==> src/rtl/pci_macros.svh <==
`ifndef PCI_MACROS_SVH
`define PCI_MACROS_SVH

// address/data width of the shared bus
`define PCI_AD_W        32

// longest burst, also the depth of the burst buffer and target memory
`define PCI_BURST_MAX   8
`define PCI_IDX_W       3

// burst length field, holds 1..8
`define PCI_CNT_W       4

// device id, compared against ad[31:30] in the address phase
`define PCI_ID_W        2

`endif
==> src/rtl/pci_pkg.sv <==
`include "pci_macros.svh"

package pci_pkg;

        // one address or data word on ad
        typedef logic [`PCI_AD_W-1:0] pci_word_t;

        // command sent on cbe during the address phase
        typedef enum logic
        {
                CMD_WRITE = 1'b0,
                CMD_READ  = 1'b1
        } pci_cmd_t;

        typedef enum logic [2:0]
        {
                M_IDLE,
                M_ADDR,
                M_TURN,
                M_DATA,
                M_DONE
        } mst_phase_t;

        typedef enum logic [1:0]
        {
                T_IDLE,
                T_TURN,
                T_DATA,
                T_RECOVER
        } tgt_phase_t;

endpackage

==> src/rtl/pci_device.sv <==
`timescale 1ns/1ps
`include "pci_macros.svh"

module pci_device
(
        input  logic                    clk,
        input  logic                    rst_n,
        // host side
        input  logic                    start,
        input  pci_pkg::pci_cmd_t       cmd,
        input  pci_pkg::pci_word_t      addr,
        input  logic [`PCI_CNT_W-1:0]   count,
        input  logic                    load_en,
        input  logic [`PCI_IDX_W-1:0]   load_idx,
        input  pci_pkg::pci_word_t      load_data,
        output logic                    rd_valid,
        output pci_pkg::pci_word_t      rd_data,
        output logic                    done,
        output logic                    req_n,
        input  logic                    gnt_n,
        input  logic [`PCI_ID_W-1:0]    dev_id,
        // split bus pins
        input  pci_pkg::pci_word_t      ad_in,
        output pci_pkg::pci_word_t      ad_out,
        output logic                    ad_oe,
        input  logic                    cbe_in,
        output logic                    cbe_out,
        output logic                    cbe_oe,
        input  logic                    frame_n_in,
        output logic                    frame_n_out,
        output logic                    frame_n_oe,
        input  logic                    irdy_n_in,
        output logic                    irdy_n_out,
        output logic                    irdy_n_oe,
        input  logic                    trdy_n_in,
        output logic                    trdy_n_out,
        output logic                    trdy_n_oe,
        input  logic                    devsel_n_in,
        output logic                    devsel_n_out,
        output logic                    devsel_n_oe
);
        // initiator drive requests
        pci_pkg::pci_word_t             m_ad_out;
        logic                           m_ad_oe;
        logic                           m_cbe_out;
        logic                           m_frame_n;
        logic                           m_irdy_n;
        logic                           m_drive;

        // target drive requests
        pci_pkg::pci_word_t             t_ad_out;
        logic                           t_ad_oe;
        logic                           t_trdy_n;
        logic                           t_devsel_n;
        logic                           t_drive;

        logic                           bus_idle;

        pci_initiator i_initiator (.*);

        pci_target i_target (.*);

        // owns the pins, both roles only request
        pci_bus_port i_bus_port (.*);

endmodule

==> src/rtl/pci_bus_port.sv <==
`timescale 1ns/1ps
`include "pci_macros.svh"

module pci_bus_port
(
        input  logic                    clk,
        input  logic                    rst_n,
        input  pci_pkg::pci_word_t      m_ad_out,
        input  logic                    m_ad_oe,
        input  logic                    m_cbe_out,
        input  logic                    m_frame_n,
        input  logic                    m_irdy_n,
        input  logic                    m_drive,
        input  pci_pkg::pci_word_t      t_ad_out,
        input  logic                    t_ad_oe,
        input  logic                    t_trdy_n,
        input  logic                    t_devsel_n,
        input  logic                    t_drive,
        input  logic                    frame_n_in,
        input  logic                    irdy_n_in,
        output logic                    bus_idle,
        output pci_pkg::pci_word_t      ad_out,
        output logic                    ad_oe,
        output logic                    cbe_out,
        output logic                    cbe_oe,
        output logic                    frame_n_out,
        output logic                    frame_n_oe,
        output logic                    irdy_n_out,
        output logic                    irdy_n_oe,
        output logic                    trdy_n_out,
        output logic                    trdy_n_oe,
        output logic                    devsel_n_out,
        output logic                    devsel_n_oe
);
        logic                           ad_oe_q;
        logic                           released;
        logic                           turn_q;
        logic                           idle_q;

        // ad belongs to whichever role asks, never both
        assign ad_out       = m_ad_oe ? m_ad_out : t_ad_out;
        assign ad_oe        = m_ad_oe | t_ad_oe;

        assign cbe_out      = m_cbe_out;
        assign cbe_oe       = m_drive;
        assign frame_n_out  = m_frame_n;
        assign frame_n_oe   = m_drive;
        assign irdy_n_out   = m_irdy_n;
        assign irdy_n_oe    = m_drive;
        assign trdy_n_out   = t_trdy_n;
        assign trdy_n_oe    = t_drive;
        assign devsel_n_out = t_devsel_n;
        assign devsel_n_oe  = t_drive;

        assign released     = ad_oe_q && !ad_oe;

        always_ff @(posedge clk)
        begin
                if (!rst_n)
                begin
                        ad_oe_q <= 1'b0;
                        turn_q  <= 1'b0;
                        idle_q  <= 1'b0;
                end
                else
                begin
                        ad_oe_q <= ad_oe;
                        turn_q  <= released;
                        idle_q  <= frame_n_in && irdy_n_in;
                end
        end

        // idle needs frame_n and irdy_n high last cycle and no ad turnaround pending
        assign bus_idle = idle_q && !turn_q;

        a_single_owner: assert property (@(posedge clk) disable iff (!rst_n)
                !(m_ad_oe && t_ad_oe));

        a_ad_turnaround: assert property (@(posedge clk) disable iff (!rst_n)
                $fell(ad_oe) |=> !ad_oe);

endmodule

==> src/rtl/pci_target.sv <==
`timescale 1ns/1ps
`include "pci_macros.svh"

module pci_target
(
        input  logic                    clk,
        input  logic                    rst_n,
        input  logic [`PCI_ID_W-1:0]    dev_id,
        input  pci_pkg::pci_word_t      ad_in,
        input  logic                    cbe_in,
        input  logic                    frame_n_in,
        input  logic                    irdy_n_in,
        output pci_pkg::pci_word_t      t_ad_out,
        output logic                    t_ad_oe,
        output logic                    t_trdy_n,
        output logic                    t_devsel_n,
        output logic                    t_drive
);
        pci_pkg::tgt_phase_t            phase;
        pci_pkg::pci_cmd_t              cmd_q;
        logic [`PCI_IDX_W-1:0]          idx;
        logic                           frame_q;
        logic                           addr_hit;
        logic                           xfer;
        pci_pkg::pci_word_t             mem [`PCI_BURST_MAX];

        // address phase is the cycle frame_n falls, id sits in the top bits
        assign addr_hit = frame_q && !frame_n_in &&
                          (ad_in[`PCI_AD_W-1 -: `PCI_ID_W] == dev_id);
        // always ready, so any irdy_n low in T_DATA moves a word
        assign xfer     = (phase == pci_pkg::T_DATA) && !irdy_n_in;

        always_ff @(posedge clk)
        begin
                if (!rst_n)
                begin
                        phase   <= pci_pkg::T_IDLE;
                        cmd_q   <= pci_pkg::CMD_WRITE;
                        idx     <= '0;
                        frame_q <= 1'b1;
                end
                else
                begin
                        frame_q <= frame_n_in;
                        case (phase)
                        pci_pkg::T_IDLE:
                        begin
                                if (addr_hit)
                                begin
                                        cmd_q <= pci_pkg::pci_cmd_t'(cbe_in);
                                        idx   <= ad_in[`PCI_IDX_W+1:2];
                                        // reads need a turnaround before we drive ad
                                        phase <= (cbe_in == pci_pkg::CMD_READ) ?
                                                 pci_pkg::T_TURN : pci_pkg::T_DATA;
                                end
                        end
                        pci_pkg::T_TURN:
                                phase <= pci_pkg::T_DATA;
                        pci_pkg::T_DATA:
                        begin
                                if (xfer)
                                begin
                                        // index wraps at 8
                                        idx <= idx + 1'b1;
                                        if (frame_n_in)
                                                phase <= pci_pkg::T_RECOVER;
                                end
                        end
                        default:
                                phase <= pci_pkg::T_IDLE;
                        endcase
                end
        end

        always_ff @(posedge clk)
        begin
                if (xfer && (cmd_q == pci_pkg::CMD_WRITE))
                        mem[idx] <= ad_in;
        end

        // T_RECOVER drives devsel_n and trdy_n high for one cycle before release
        assign t_drive    = (phase != pci_pkg::T_IDLE);
        assign t_devsel_n = !((phase == pci_pkg::T_TURN) || (phase == pci_pkg::T_DATA));
        assign t_trdy_n   = (phase != pci_pkg::T_DATA);
        assign t_ad_oe    = (phase == pci_pkg::T_DATA) && (cmd_q == pci_pkg::CMD_READ);
        assign t_ad_out   = mem[idx];

        // trdy_n only inside a claimed transaction that the initiator still holds
        a_trdy_claimed: assert property (@(posedge clk) disable iff (!rst_n)
                !t_trdy_n |-> !t_devsel_n && !(frame_n_in && irdy_n_in));

endmodule

==> src/rtl/pci_initiator.sv <==
`timescale 1ns/1ps
`include "pci_macros.svh"

module pci_initiator
(
        input  logic                    clk,
        input  logic                    rst_n,
        input  logic                    start,
        input  pci_pkg::pci_cmd_t       cmd,
        input  pci_pkg::pci_word_t      addr,
        input  logic [`PCI_CNT_W-1:0]   count,
        input  logic                    load_en,
        input  logic [`PCI_IDX_W-1:0]   load_idx,
        input  pci_pkg::pci_word_t      load_data,
        input  logic                    gnt_n,
        input  logic                    bus_idle,
        input  pci_pkg::pci_word_t      ad_in,
        input  logic                    trdy_n_in,
        input  logic                    devsel_n_in,
        output logic                    req_n,
        output logic                    rd_valid,
        output pci_pkg::pci_word_t      rd_data,
        output logic                    done,
        output pci_pkg::pci_word_t      m_ad_out,
        output logic                    m_ad_oe,
        output logic                    m_cbe_out,
        output logic                    m_frame_n,
        output logic                    m_irdy_n,
        output logic                    m_drive
);
        pci_pkg::mst_phase_t            phase;
        pci_pkg::pci_cmd_t              cmd_q;
        pci_pkg::pci_word_t             addr_q;
        logic [`PCI_CNT_W-1:0]          count_q;
        logic [`PCI_CNT_W-1:0]          cnt;
        logic [`PCI_IDX_W-1:0]          buf_idx;
        pci_pkg::pci_word_t             burst_buf [`PCI_BURST_MAX];
        logic                           is_read;
        logic                           last;
        logic                           xfer;
        logic                           accept;

        // a new start only counts while idle with no request pending
        assign accept  = (phase == pci_pkg::M_IDLE) && req_n && start;
        assign is_read = (cmd_q == pci_pkg::CMD_READ);
        assign buf_idx = cnt[`PCI_IDX_W-1:0];
        assign last    = (cnt == count_q - 1'b1);
        // our irdy_n is low throughout M_DATA
        assign xfer    = (phase == pci_pkg::M_DATA) && !trdy_n_in && !devsel_n_in;

        always_ff @(posedge clk)
        begin
                if (!rst_n)
                begin
                        phase    <= pci_pkg::M_IDLE;
                        req_n    <= 1'b1;
                        cnt      <= '0;
                        rd_valid <= 1'b0;
                end
                else
                begin
                        rd_valid <= 1'b0;
                        case (phase)
                        pci_pkg::M_IDLE:
                        begin
                                if (accept)
                                        req_n <= 1'b0;
                                else if (!req_n && !gnt_n && bus_idle)
                                begin
                                        // bus is ours, address goes out next cycle
                                        req_n <= 1'b1;
                                        cnt   <= '0;
                                        phase <= pci_pkg::M_ADDR;
                                end
                        end
                        pci_pkg::M_ADDR:
                                phase <= is_read ? pci_pkg::M_TURN : pci_pkg::M_DATA;
                        pci_pkg::M_TURN:
                                phase <= pci_pkg::M_DATA;
                        pci_pkg::M_DATA:
                        begin
                                if (xfer)
                                begin
                                        cnt      <= cnt + 1'b1;
                                        rd_valid <= is_read;
                                        if (last)
                                                phase <= pci_pkg::M_DONE;
                                end
                        end
                        default:
                                phase <= pci_pkg::M_IDLE;
                        endcase
                end
        end

        // request parameters, captured with the start strobe
        always_ff @(posedge clk)
        begin
                if (accept)
                begin
                        cmd_q   <= cmd;
                        addr_q  <= addr;
                        count_q <= count;
                end
        end

        // burst buffer: host loads write data, reads land here as well
        always_ff @(posedge clk)
        begin
                if (xfer && is_read)
                begin
                        burst_buf[buf_idx] <= ad_in;
                        rd_data            <= ad_in;
                end
                else if (load_en)
                        burst_buf[load_idx] <= load_data;
        end

        // keeps driving in M_DONE so frame_n/irdy_n are seen high before release
        assign m_drive   = (phase != pci_pkg::M_IDLE);
        assign m_frame_n = !((phase == pci_pkg::M_ADDR) || (phase == pci_pkg::M_TURN) ||
                             ((phase == pci_pkg::M_DATA) && !last));
        assign m_irdy_n  = (phase != pci_pkg::M_DATA);
        assign m_ad_oe   = (phase == pci_pkg::M_ADDR) ||
                           ((phase == pci_pkg::M_DATA) && !is_read);
        assign m_ad_out  = (phase == pci_pkg::M_ADDR) ? addr_q : burst_buf[buf_idx];
        assign m_cbe_out = cmd_q;
        assign done      = (phase == pci_pkg::M_DONE);

        // frame_n only starts a transaction straight out of idle
        a_frame_fall: assert property (@(posedge clk) disable iff (!rst_n)
                $fell(m_frame_n) |-> (phase == pci_pkg::M_ADDR) &&
                                     ($past(phase) == pci_pkg::M_IDLE));

endmodule

==> config.mk <==
export PLATFORM = sky130hd
export DESIGN_NAME = pci_device
export DESIGN_NICKNAME = d
export VERILOG_FILES = /design/src/rtl/pci_pkg.sv /design/src/rtl/pci_device.sv /design/src/rtl/pci_bus_port.sv /design/src/rtl/pci_target.sv /design/src/rtl/pci_initiator.sv
export VERILOG_INCLUDE_DIRS = /design/src /design/src/rtl
export SDC_FILE = /design/constraint.sdc
export NUM_CORES = 1
export LEC_CHECK = 0
export BUFFER_PORTS_ARGS = -buffer_cell sky130_fd_sc_hd__buf_2
export CORE_ASPECT_RATIO = 0.9
export CORE_MARGIN = 2
export CORE_UTILIZATION = 42
export DETAILED_ROUTE_END_ITERATION = 7
export HOLD_SLACK_MARGIN = 0.15
export PLACE_DENSITY = 0.61
export SYNTH_ARGS = -nofsm -noshare
export SYNTH_HDL_FRONTEND = slang
export SYNTH_SLANG_ARGS = --single-unit
==> constraint.sdc <==
create_clock -name clk -period 3.9 [get_ports clk]
set_input_delay 0.78 -clock clk [delete_from_list [all_inputs] [get_ports clk]]
set_output_delay 0.78 -clock clk [all_outputs]
set_load 0.05 [all_outputs]
# After elaboration in Yosys (flattened, before gate mapping)
# Memories as Yosys holds them, arrays and structs flattened. A register that Yosys moved wholly into a read port is not among the register bits.
# Index checks and enable logic that the tools add are counted.
[op_classes]
n_reduce_logical = 48
mux = 36
n_eq_ne = 17
add_sub_neg = 3
bitwise = 2
[op_table]
columns = ["op", "n"]
rows = [
  ["$mux W32", 3],
  ["$mux W3", 11],
  ["$reduce_or A32 Y1", 1],
  ["$logic_and A1 B1 Y1", 17],
  ["$logic_not A1 Y1", 12],
  ["$mux W4", 3],
  ["$pmux W3 S4", 1],
  ["$mux W1", 11],
  ["$reduce_and A3 Y1", 3],
  ["$mux W2", 4],
  ["$ne A2 B1 Y1 const B", 4],
  ["$ne A2 B2 Y1 const B", 4],
  ["$pmux W4 S2", 1],
  ["$reduce_and A4 Y1", 2],
  ["$reduce_bool A2 Y1", 4],
  ["$eq A3 B2 Y1 const B", 2],
  ["$pmux W2 S3", 1],
  ["$pmux W3 S2", 1],
  ["$add A4 B1 Y4 const B", 1],
  ["$eq A4 B4 Y1", 1],
  ["$logic_or A1 B1 Y1", 4],
  ["$reduce_and A2 Y1", 2],
  ["$sub A4 B1 Y4 const B", 1],
  ["$add A3 B1 Y3 const B", 1],
  ["11 further kinds", 11],
]
[word_totals]
ram_bits = 512
n_memories = 2
word_cells = 123
regBits = 88
out_inout_bits = 78
inputBits = 116
[mem_list]
columns = ["name", "words", "width", "read_ports", "rd_ports_with_merged_regs", "wr", "line_no", "source"]
rows = [
  ["i_initiator.burst_buf", 8, 32, 1, 1, 1, "pci_initiator.sv:37", "pci_pkg::pci_word_t burst_buf [`PCI_BURST_MAX];"],
  ["i_target.mem", 8, 32, 1, 1, 1, "pci_target.sv:25", "pci_pkg::pci_word_t mem [`PCI_BURST_MAX];"],
]

# Logic depth before layout (Yosys ltp)
# Gate-level depths: netlist of run 1.
[logic_depth]
ltp_word = 8
mapped_depth = 7
mapped_depth_nobuf = 6

# Cells and area by module
# A second synthesis of run 1 with hierarchy kept.
[hier_totals]
cells_unflattened = 1121
area_unflattened_um2 = 24282.0
[modules_own_cells]
columns = ["mod", "n_inst", "area_each_um2", "cells_each", "seq_area_each_um2"]
rows = [
  ["pci_initiator", 1, 13160.1, 614, 9999.6],
  ["pci_target", 1, 10420.0, 453, 7887.6],
  ["pci_bus_port", 1, 701.9, 54, 60.1],
]

# Worst setup path before layout of run 1
# Ideal clock, no wire load.
[synth_path]
path_type = "reg-to-reg"
start = "register i_target.phase[0]"
end = "memory i_target.mem[0][0] (netlist name), enable pin"
stages_incl_launch_ff = 7
period_less_slack_ns = 4.257
required_ns = 3.439
path_buffers = 1
slack_ns = -0.357
t_arrival_ns = 3.796
setup_ns = 0.461
cell_sequence = "dfxtp_1 inv_1 ha_1 buf_2 inv_1 or4_1 nor3_1"
[synth_between]
elab_chain_cells = 5
[synth_lines]
columns = ["element", "line_no", "source"]
rows = [
  ["start, declared", "pci_target.sv:19", "pci_pkg::tgt_phase_t phase;"],
  ["start signal, assigned", "pci_target.sv:37", "phase <= pci_pkg::T_IDLE;"],
  ["start signal, assigned", "pci_target.sv:53", "phase <= (cbe_in == pci_pkg::CMD_READ) ?"],
  ["start signal, assigned", "pci_target.sv:58", "phase <= pci_pkg::T_DATA;"],
  ["$eq A2 B2 Y1", "pci_target.sv:31", "assign xfer = (phase == pci_pkg::T_DATA) && !irdy_n_in;"],
  ["$logic_and A1 B1 Y1", "pci_target.sv:31", ""],
  ["$logic_and A1 B1 Y1", "pci_target.sv:77", "if (xfer && (cmd_q == pci_pkg::CMD_WRITE))"],
  ["$mux W1", "pci_target.sv:77", ""],
  ["$mux W1 (implied by the code)", "pci_target.sv:78", "mem[idx] <= ad_in;"],
  ["end, declared", "pci_target.sv:25", ""],
]
# Every way passes these cells.

==> results.yml, run 1 <==
synthesis:
  synth-edff-count: 581
  synth_flop_cell: "edfxtp_1"
  avgSynthCellArea_sq_um: 21.25
  synth_cells: 1099
  ys_seq_area_frac: 0.7685
  synth-seq-cells: 606
  syn_nets: 1221
  yosysUniqueCellTypes: 53
  ys_async_sr_fraction: 0
  synthesis.area_sq_um: 23350
  yosysWarnings: 0
clock_tree:
  cts_buffer_depth: 3
  cts_sinks: 606
  cts-htree-levels: 2
  cts_tree: "built"
  cts_buffers: 58
  cts.clk_slew.worst_paths_ns: 0.07
  clock_latency_ns: 0.62
  holdBufCountCts: 0
  root_buffer: "clkbuf_16"
setup_path:
  crit_buf_inv: 2
  critPathTopFamily: "flip-flops"
  worstPathRequired_ns: 3.12
  arrival_ns: 2.99
  crit_chain: "buf_4, mux4_2, o22ai_1, a211oi_1, buf_2"
  crit_path_end_kind: "output pin"
  cp_max_fo: 23
  path_class: "reg -> out"
  critPathMaxStageDelay_ns: 0.79
  crit_path_start_kind: "register"
  critPathSlowestCell: "dfxtp_2"
floorplanning:
  core_region_area_sq_um: 54630
  num_io_pins: 194
  rows: 81
  die_width_um: 252.6
  start_util: 0.4275
  die_h_um: 227.7
  die_area_sq_um: 57510
detailed_routing:
  dr_total_vias: 12050
  drtIter0Drc: 1077
  avgViaCountPerCell: 5.679
  ant_nets: 0
  firstDrtPassIters: 5
  wire_per_inst_um: 27.66
  route.final.wire_length_um: 58680
  drc: 0
run_status:
  status: "finished clean"
pwr:
  vdd_drop_max_uv: 590.5
  cellPowerDensity_nw_per_um2: 608.0
  leakage_nw: 8.975
timing:
  slew_viol_final: 0
  relSlewSlack: 0.2557
  setup_tns_ns: 0
  setup_viol: 0
  min_period_ns: 3.773
  fmax_ghz: 0.2651
  rsz0062_at_grt: "false"
  hold_ws_ns: 0.3355
  worstMarginPinSlew_ns: 1.117
  finClkSkew_ns: 0.01721
  hold_viol: 0
  period_share: 0.9674
hold_path:
  hold_path.class: "in -> reg"
placed_design:
  dpl.hpwl_um: 37940
  placed_cell_area_sq_um: 25550
  gp_routability_congestion: 0.8658
  portBuffers: 193
grt:
  grt_max_degree: 39
  antenna_found_initial: 14
  overflow: 0
  grt.total_usage: 0.2013
  grt_pass1_vias: 12080
  grt_pass1_wl_um: 83180
layout:
  syn2layout_area_growth_pct: 18.30
  final_util: 0.5058
  final_nets: 1485
  design_area_sq_um: 27630
  drive_gt1_frac: 0.3853
flow_run:
  maxCapViolations: 0
[cell families after synthesis]
kind of cell,after synthesis,synth area share
AOI/OAI and AO/OA,98,0.02989
xor gates and xnor gates,8,0.003000
adders and majority gates,6,0.003214
buffers and inverters,73,0.01693
DFF,606,0.7685
muxes,199,0.1557
and+or+nand+nor,109,0.02282
[sequential cells by signal, summed over array words and instances, names as in the netlist, 2 cells and up, named ones only]
register               count
i_initiator.addr_q        32
i_target.mem             256
i_initiator.phase          3
i_initiator.burst_buf    256
i_initiator.cnt            4
i_initiator.count_q        4
i_initiator.rd_data       32
i_target.idx               3
i_target.phase             2
[final cells by class]
| type | count | area [sq um] |
|---|---|---|
| Clock inverter | 43 | 451.7 |
| Sequential cell | 606 | 17960 |
| Tap cell | 705 | 882.1 |
| Antenna cell | 4 | 10.01 |
| Multi-Input combinational cell | 420 | 5156 |
| Fill cell | 4386 | 27000 |
| Timing Repair Buffer | 257 | 1572 |
| Inverter | 20 | 75.07 |
| Clock buffer | 66 | 1523 |
[through the flow]
step / total power [mW] / setup slack, ns / instances
floorplan: 10.01 / 0.2397 / 1099
global placement: 11.08 / 0.5761 / 1997
detailed placement: 11.11 / 0.4695 / 1997
CTS: 16.93 / 0.06683 / 2106
global route: 17.31 / 0.01682 / 2117
finish: 16.80 / 0.1272 / 2121
[worst paths after layout]
path / from / end / slack (ns) / cells after the start
setup / recovery: register / ad_out[12] / 0.13 / 5
hold reg to reg: i_bus_port.ad_oe_q$_SDFF_PN0_ / i_bus_port.turn_q$_SDFF_PN0_ / 0.47 / 1
setup reg to reg: i_target.phase[1]$_SDFFE_PN0P_ / i_target.mem[1][9]$_DFFE_PP_ / 1.12 / 5
hold / removal: count[3] / i_initiator.count_q[3]$_DFFE_PN_ / 0.34 / 1
[cells in the final DEF (no fill, tap or decap), types with 4 or more instances in the layout]
cell type and n:
clkinv_4 4, o21ai_0 6, xnor2_1 8, dfxtp_1 20, inv_1 18, clkbuf_16 59
nor2_4 14, nand2_1 9, nor3_1 5, a211oi_1 29, buf_12 10, mux4_2 128
ha_1 6, diode_2 4, a31oi_1 6, a21oi_1 7, clkinv_2 14, buf_4 54
nor2b_1 5, mux2_2 34, bufinv_16 9, edfxtp_1 581, clkbuf_1 5, mux2i_1 37
nand2b_1 6, and3_1 4, buf_2 193, nor2_1 44, clkinv_1 13, o22ai_1 29
[Yosys cell counts (5+ instances only)]
cell | count | area share
a211oi_1 | 31 | 0.010
a21oi_1 | 7 | 0.0015
a31oi_1 | 6 | 0.0016
and3_1 | 5 | 0.0013
buf_1 | 8 | 0.0013
buf_2 | 9 | 0.0019
buf_4 | 15 | 0.0048
buf_6 | 7 | 0.0034
clkbuf_1 | 13 | 0.0021
dfxtp_1 | 25 | 0.021
edfxtp_1 | 581 | 0.75
ha_1 | 6 | 0.0032
inv_1 | 18 | 0.0029
mux2_2 | 34 | 0.016
mux2i_1 | 37 | 0.016
mux4_2 | 128 | 0.12
nand2_1 | 9 | 0.0014
nand2b_1 | 6 | 0.0016
nor2_1 | 58 | 0.0093
nor2b_1 | 5 | 0.0013
nor3_1 | 7 | 0.0015
o21ai_0 | 6 | 0.0013
o22ai_1 | 29 | 0.0078
xnor2_1 | 8 | 0.0030
[power breakdown]
group          internal, mW  switching (mW)
Combinational          1.12            2.26
Clock                  3.40            2.44
Sequential             7.39           0.185
[metal layers]
layer	global-route usage	share of wire
met1	0.2933	0.44
met2	0.3031	0.45
met3	0.05335	0.089
met4	0.05011	0.021
met5	0	0.0018
[what timing repair did]
| item | 4_1_cts | 5_1_grt |
|---|---|---|
| setup buffers | 0 | 11 |
| gates resized for setup | 2 | 1 |
| endpoints found under the hold margin | 0 | 0 |
| gates cloned | 0 | 0 |
| endpoints found under the setup margin | 2 | 2 |
No activity file was read; power rests on OpenSTA's default activity.
==> run 2, diff against run 1 <==
--- a/config.mk
+++ b/config.mk
@@ -12,7 +12,7 @@
 export CORE_UTILIZATION = 42
 export DETAILED_ROUTE_END_ITERATION = 7
 export HOLD_SLACK_MARGIN = 0.15
-export PLACE_DENSITY = 0.61
+export PLACE_DENSITY = 0.58
 export SYNTH_ARGS = -nofsm -noshare
 export SYNTH_HDL_FRONTEND = slang
 export SYNTH_SLANG_ARGS = --single-unit
==> constraint.sdc (replaced) <==
create_clock -name clk -period 3.91 [get_ports clk]
set_input_delay 0.782 -clock clk [delete_from_list [all_inputs] [get_ports clk]]
set_output_delay 0.782 -clock clk [all_outputs]
set_load 0.05 [all_outputs]
==> results.yml, run 2 (synthesis results as in run 1) <==
run_status:
  status: "finished clean"
grt:
  grt.total_usage: 0.2026
  grt_max_degree: 49
  grt_pass1_vias: 12290
  antenna_found_initial: 7
  overflow: 0
  grt_pass1_wl_um: 84000
placed_design:
  gp_routability_congestion: 0.8508
  portBuffers: 193
  placed_cell_area_sq_um: 25410
  dp_cells: 1986
  dpl.hpwl_um: 36160
timing:
  fmax_ghz: 0.2595
  slew_viol_final: 0
  setup_viol: 0
  worstMarginPinSlew_ns: 0.8424
  min_period_ns: 3.854
  hold_viol: 0
  relSlewSlack: 0.4350
  setup_tns_ns: 0
  finClkSkew_ns: 0.008675
  period_share: 0.9857
  rsz0062_at_grt: "false"
detailed_routing:
  firstDrtPassIters: 5
  ant_nets: 0
  dr_total_vias: 11940
  drc: 0
  wire_per_inst_um: 27.71
  avgViaCountPerCell: 5.689
  route.final.wire_length_um: 58170
  drtIter0Drc: 1027
floorplanning:
  rows: 81
  core_region_area_sq_um: 54630
  die_h_um: 227.7
  die_area_sq_um: 57510
  start_util: 0.4275
  num_io_pins: 194
  die_width_um: 252.6
layout:
  fin_cells: 2099
  reg_top3: "i_initiator.burst_buf (256), i_target.mem (256)"
  syn2layout_area_growth_pct: 17.08
  design_area_sq_um: 27340
  final_common_cell: "edfxtp_1"
  final_util: 0.5006
  drive_gt1_frac: 0.3700
  final_nets: 1464
  layout_common_cells: "edfxtp_1 (581), buf_2 (193), mux4_2 (128)"
clock_tree:
  clock_latency_ns: 0.62
  cts_buffer_depth: 3
  post-cts-setup-buffer-count: 0
  cts_tree: "built"
  cts_buffers: 59
  cts_sinks: 606
  root_buffer: "clkbuf_16"
  cts.clk_slew.worst_paths_ns: 0.06
  cts-htree-levels: 2
setup_path:
  regToRegEndpoint: "i_target.mem[2][8]$_DFFE_PP_"
  crit_path_end_kind: "output pin"
  worstPathRequired_ns: 3.13
  path_class: "reg -> out"
  cp-startpoint: "i_initiator.phase[2]$_SDFFE_PN0P_"
  reg2reg_from: "i_target.phase[0]$_SDFFE_PN0P_"
  reg2reg_depth: 6
  critPathCapture: "ad_out[21]"
  arrival_ns: 3.07
  rrSetupSlack_ns: 1.01
  crit_path_start_kind: "register"
  cp_max_fo: 32
flow_run:
  maxCapViolations: 0
pwr:
  cellPowerDensity_nw_per_um2: 606.0
  leakage_nw: 8.828
  vdd_drop_max_uv: 520.1
hold_path:
  hold_path.class: "in -> reg"
## run 2: power by group
part	internal, mW	total [mW]	switching, mW
Sequential	7.37	7.54	0.169
Clock	3.24	5.65	2.40
Combinational	1.10	3.38	2.28
Total	11.7	16.6	4.85
## run 2: per-layer routing
metal	track usage	share of wire
met1	0.2924	0.44
met2	0.3143	0.46
met3	0.05027	0.082
met4	0.04253	0.016
met5	0	0.00093
## run 2: repair_timing
action                     CTS  global route
setup endpoints to repair    2             0
resized for setup            2             0
hold buffers                 0             0
hold endpoints to repair     0             0
## run 2: worst min-delay path by stage
stage               cells past startpoint  slack [ns]                               end                          start
floorplan                               1        0.44      i_bus_port.turn_q$_SDFF_PN0_  i_bus_port.ad_oe_q$_SDFF_PN0_
global placement                        1        0.46      i_bus_port.turn_q$_SDFF_PN0_  i_bus_port.ad_oe_q$_SDFF_PN0_
detailed placement                      1        0.45      i_bus_port.turn_q$_SDFF_PN0_  i_bus_port.ad_oe_q$_SDFF_PN0_
CTS                                     1        0.30  i_initiator.addr_q[14]$_DFFE_PN_                       addr[14]
global route                            1        0.31  i_initiator.addr_q[18]$_DFFE_PN_                       addr[18]
finish                                  1        0.34  i_initiator.count_q[3]$_DFFE_PN_                       count[3]
## run 2: final cells by class
cell class / instances / area (sq um)
flip-flops and latches: 606 / 17960
fillers: 4374 / 27280
diodes: 2 / 5.005
clock inverters: 35 / 292.8
multi-input cells: 420 / 5151
well taps: 705 / 882.1
inverters: 20 / 75.07
repair buffers: 235 / 1356
clock buffers: 76 / 1623
## run 2: worst max-delay path, stage by stage, from the launching register on
cell      delay, ns
dfxtp_1        0.39
and3b_4        0.25
inv_2          0.11
or3_1          0.17
buf_12         0.24
o22ai_1        0.14
a211oi_1       0.73
buf_2          0.40
## run 2: through the flow
step                setup WS [ns]  hold slack (ns)  total power [mW]
finish                    0.05575           0.3366             16.57
global route             0.001463           0.3055             17.14
CTS                        0.1176           0.2988             16.72
detailed placement         0.6403           0.4506             11.07
global placement           0.6411           0.4583             11.04
floorplan                  0.2477           0.4367             9.983
==> run 3, diff against run 2 <==
--- a/config.mk
+++ b/config.mk
@@ -6,7 +6,7 @@
 export SDC_FILE = /design/constraint.sdc
 export NUM_CORES = 1
 export LEC_CHECK = 0
-export BUFFER_PORTS_ARGS = -buffer_cell sky130_fd_sc_hd__buf_2
+export BUFFER_PORTS_ARGS = -buffer_cell sky130_fd_sc_hd__buf_4
 export CORE_ASPECT_RATIO = 0.9
 export CORE_MARGIN = 2
 export CORE_UTILIZATION = 42
==> constraint.sdc (replaced) <==
create_clock -name clk -period 3.91 [get_ports clk]
set_input_delay 0.1955 -clock clk [delete_from_list [all_inputs] [get_ports clk]]
set_output_delay 0.1955 -clock clk [all_outputs]
set_load 0.05 [all_outputs]
==> results.yml, run 3 (synthesis results as in run 1) <==
setup_path:
  crit_buf_inv: 2
  arrival_ns: 3.17
  critPathTopFamily: "compound AO/OA/AOI/OAI gates"
  crit_path_end_kind: "output pin"
  path_class: "reg -> out"
  critPathMaxStageDelay_ns: 0.70
  critPathSlowestCell: "a211oi_1"
  crit_chain: "and3b_4, inv_2, or3_1, o22ai_1, a211oi_1, buf_4"
  worstPathRequired_ns: 3.71
  crit_path_start_kind: "register"
  cp_max_fo: 11
clock_tree:
  cts-htree-levels: 2
  cts_buffers: 61
  post-cts-setup-buffer-count: 0
  root_buffer: "clkbuf_16"
  cts_tree: "built"
  cts_sinks: 606
  clock_latency_ns: 0.63
  cts_buffer_depth: 3
  cts.clk_slew.worst_paths_ns: 0.06
placed_design:
  dp_cells: 1990
  gp_routability_congestion: 0.8352
  place_ws_ns: 1.166
  portBuffers: 193
  dpl.hpwl_um: 37910
pwr:
  vdd_drop_max_uv: 458.2
  cellPowerDensity_nw_per_um2: 588.2
  leakage_nw: 9.483
  finalPower_mw: 17.06
layout:
  layout_common_cells: "edfxtp_1 (581), buf_4 (236), mux4_2 (128)"
  final_util: 0.5309
  fin_cells: 2217
  nFillCells: 4254
  final_common_cell: "edfxtp_1"
  reg_top3: "i_initiator.burst_buf (256), i_target.mem (256)"
  syn2layout_area_growth_pct: 24.17
  final_nets: 1581
  drive_gt1_frac: 0.3422
grt:
  grt_max_degree: 39
  grt_pass1_wl_um: 85220
  grt.total_usage: 0.2050
  grt_pass1_vias: 12650
  antenna_found_initial: 6
  overflow: 0
timing:
  rsz0062_at_grt: "false"
  hold_viol: 0
  relSlewSlack: 0.2555
  setup_tns_ns: 0
  fmax_ghz: 0.2967
  timing.final.ws_setup_ns: 0.5396
  finClkSkew_ns: 0.01305
  worstMarginPinSlew_ns: 1.117
  min_period_ns: 3.370
  slew_viol_final: 0
  period_share: 0.8620
  setup_viol: 0
floorplanning:
  start_util: 0.4275
  die_h_um: 227.7
  die_area_sq_um: 57510
  core_region_area_sq_um: 54630
  num_io_pins: 194
  die_width_um: 252.6
  rows: 81
detailed_routing:
  drtIter0Drc: 1014
  drc: 0
  wire_per_inst_um: 26.55
  route.final.wire_length_um: 58850
  firstDrtPassIters: 4
  dr_total_vias: 12190
  avgViaCountPerCell: 5.499
  ant_nets: 0
run_status:
  status: "finished clean"
hold_path:
  hold_path.class: "in -> reg"
flow_run:
  maxCapViolations: 0
==> run 3: changes by cell type in the layout (fill, tap and decap cells not counted), moves of 3 or more <==
cell	delta
dlygate4sd3_1	+111
clkinv_2	-4
buf_2	-193
buf_4	+200
clkinv_1	+3
clkbuf_8	-4
buf_12	-3
==> run 3: final timing paths <==
path | slack [ns] | to | from | cells after the start
worst max-delay path | 0.54 | ad_out[21] | i_initiator.phase[2]$_SDFFE_PN0P_ | 6
worst min-delay path | 0.21 | i_initiator.burst_buf[7][27]$_DFFE_PP_ | load_idx[1] | 4
worst max register to register | 1.16 | i_target.mem[1][17]$_DFFE_PP_ | i_target.phase[0]$_SDFFE_PN0P_ | 6
worst min register to register | 0.46 | i_bus_port.turn_q$_SDFF_PN0_ | i_bus_port.ad_oe_q$_SDFF_PN0_ | 1
==> run 3: final cells by class <==
| cell class | instances | area [sq um] | share of cell area |
|---|---|---|---|
| Sequential cell | 606 | 17960 | 0.6193 |
| Multi-Input combinational cell | 420 | 5141 | 0.1773 |
| Timing Repair Buffer | 350 | 2943 | 0.1015 |
| Clock buffer | 75 | 1622 | 0.05592 |
| Tap cell | 705 | 882.1 | 0.03042 |
| Clock inverter | 40 | 376.6 | 0.01299 |
| Inverter | 20 | 75.07 | 0.002589 |
| Antenna cell | 1 | 2.502 | 0.00008629 |
==> run 3: metrics by stage <==
| stage | hold WS, ns | instance area, sq um |
|---|---|---|
| finish | 0.2072 | 29000 |
| global route | 0.2030 | 29000 |
| CTS | 0.1715 | 29000 |
| detailed placement | 0.3748 | 25890 |
| global placement | 0.3732 | 25890 |
| floorplan | 0.2685 | 23360 |
==> run 3: worst register-to-register path, cell delays in order (launching register included) <==
cell and delay [ns]:
dfxtp_1 0.34, inv_1 0.09, ha_1 0.33, inv_1 0.20
or4_1 0.75, nor3_4 0.19, buf_4 0.45
==> run 3: where the power goes <==
part / switching, mW / leakage, nW / internal, mW
Sequential: 0.252 / 5.47 / 7.38
Combinational: 2.24 / 3.04 / 1.33
Clock: 2.46 / 0.969 / 3.40
Total: 4.95 / 9.48 / 12.1
==> run 3: layer usage <==
layer  share of wire  vias up  global-route usage
met4           0.020        8             0.04734
met1            0.43     6326              0.2852
met2            0.47      463              0.3242
met5         0.00088        -                   0
li1                -     5302                   -
met3           0.079       92             0.05574
==> run 3: timing repair <==
action | 4_1_cts | 5_1_grt
endpoints found under the hold margin | 606 | 0
gates resized for setup | 0 | 0
hold buffers | 111 | 0
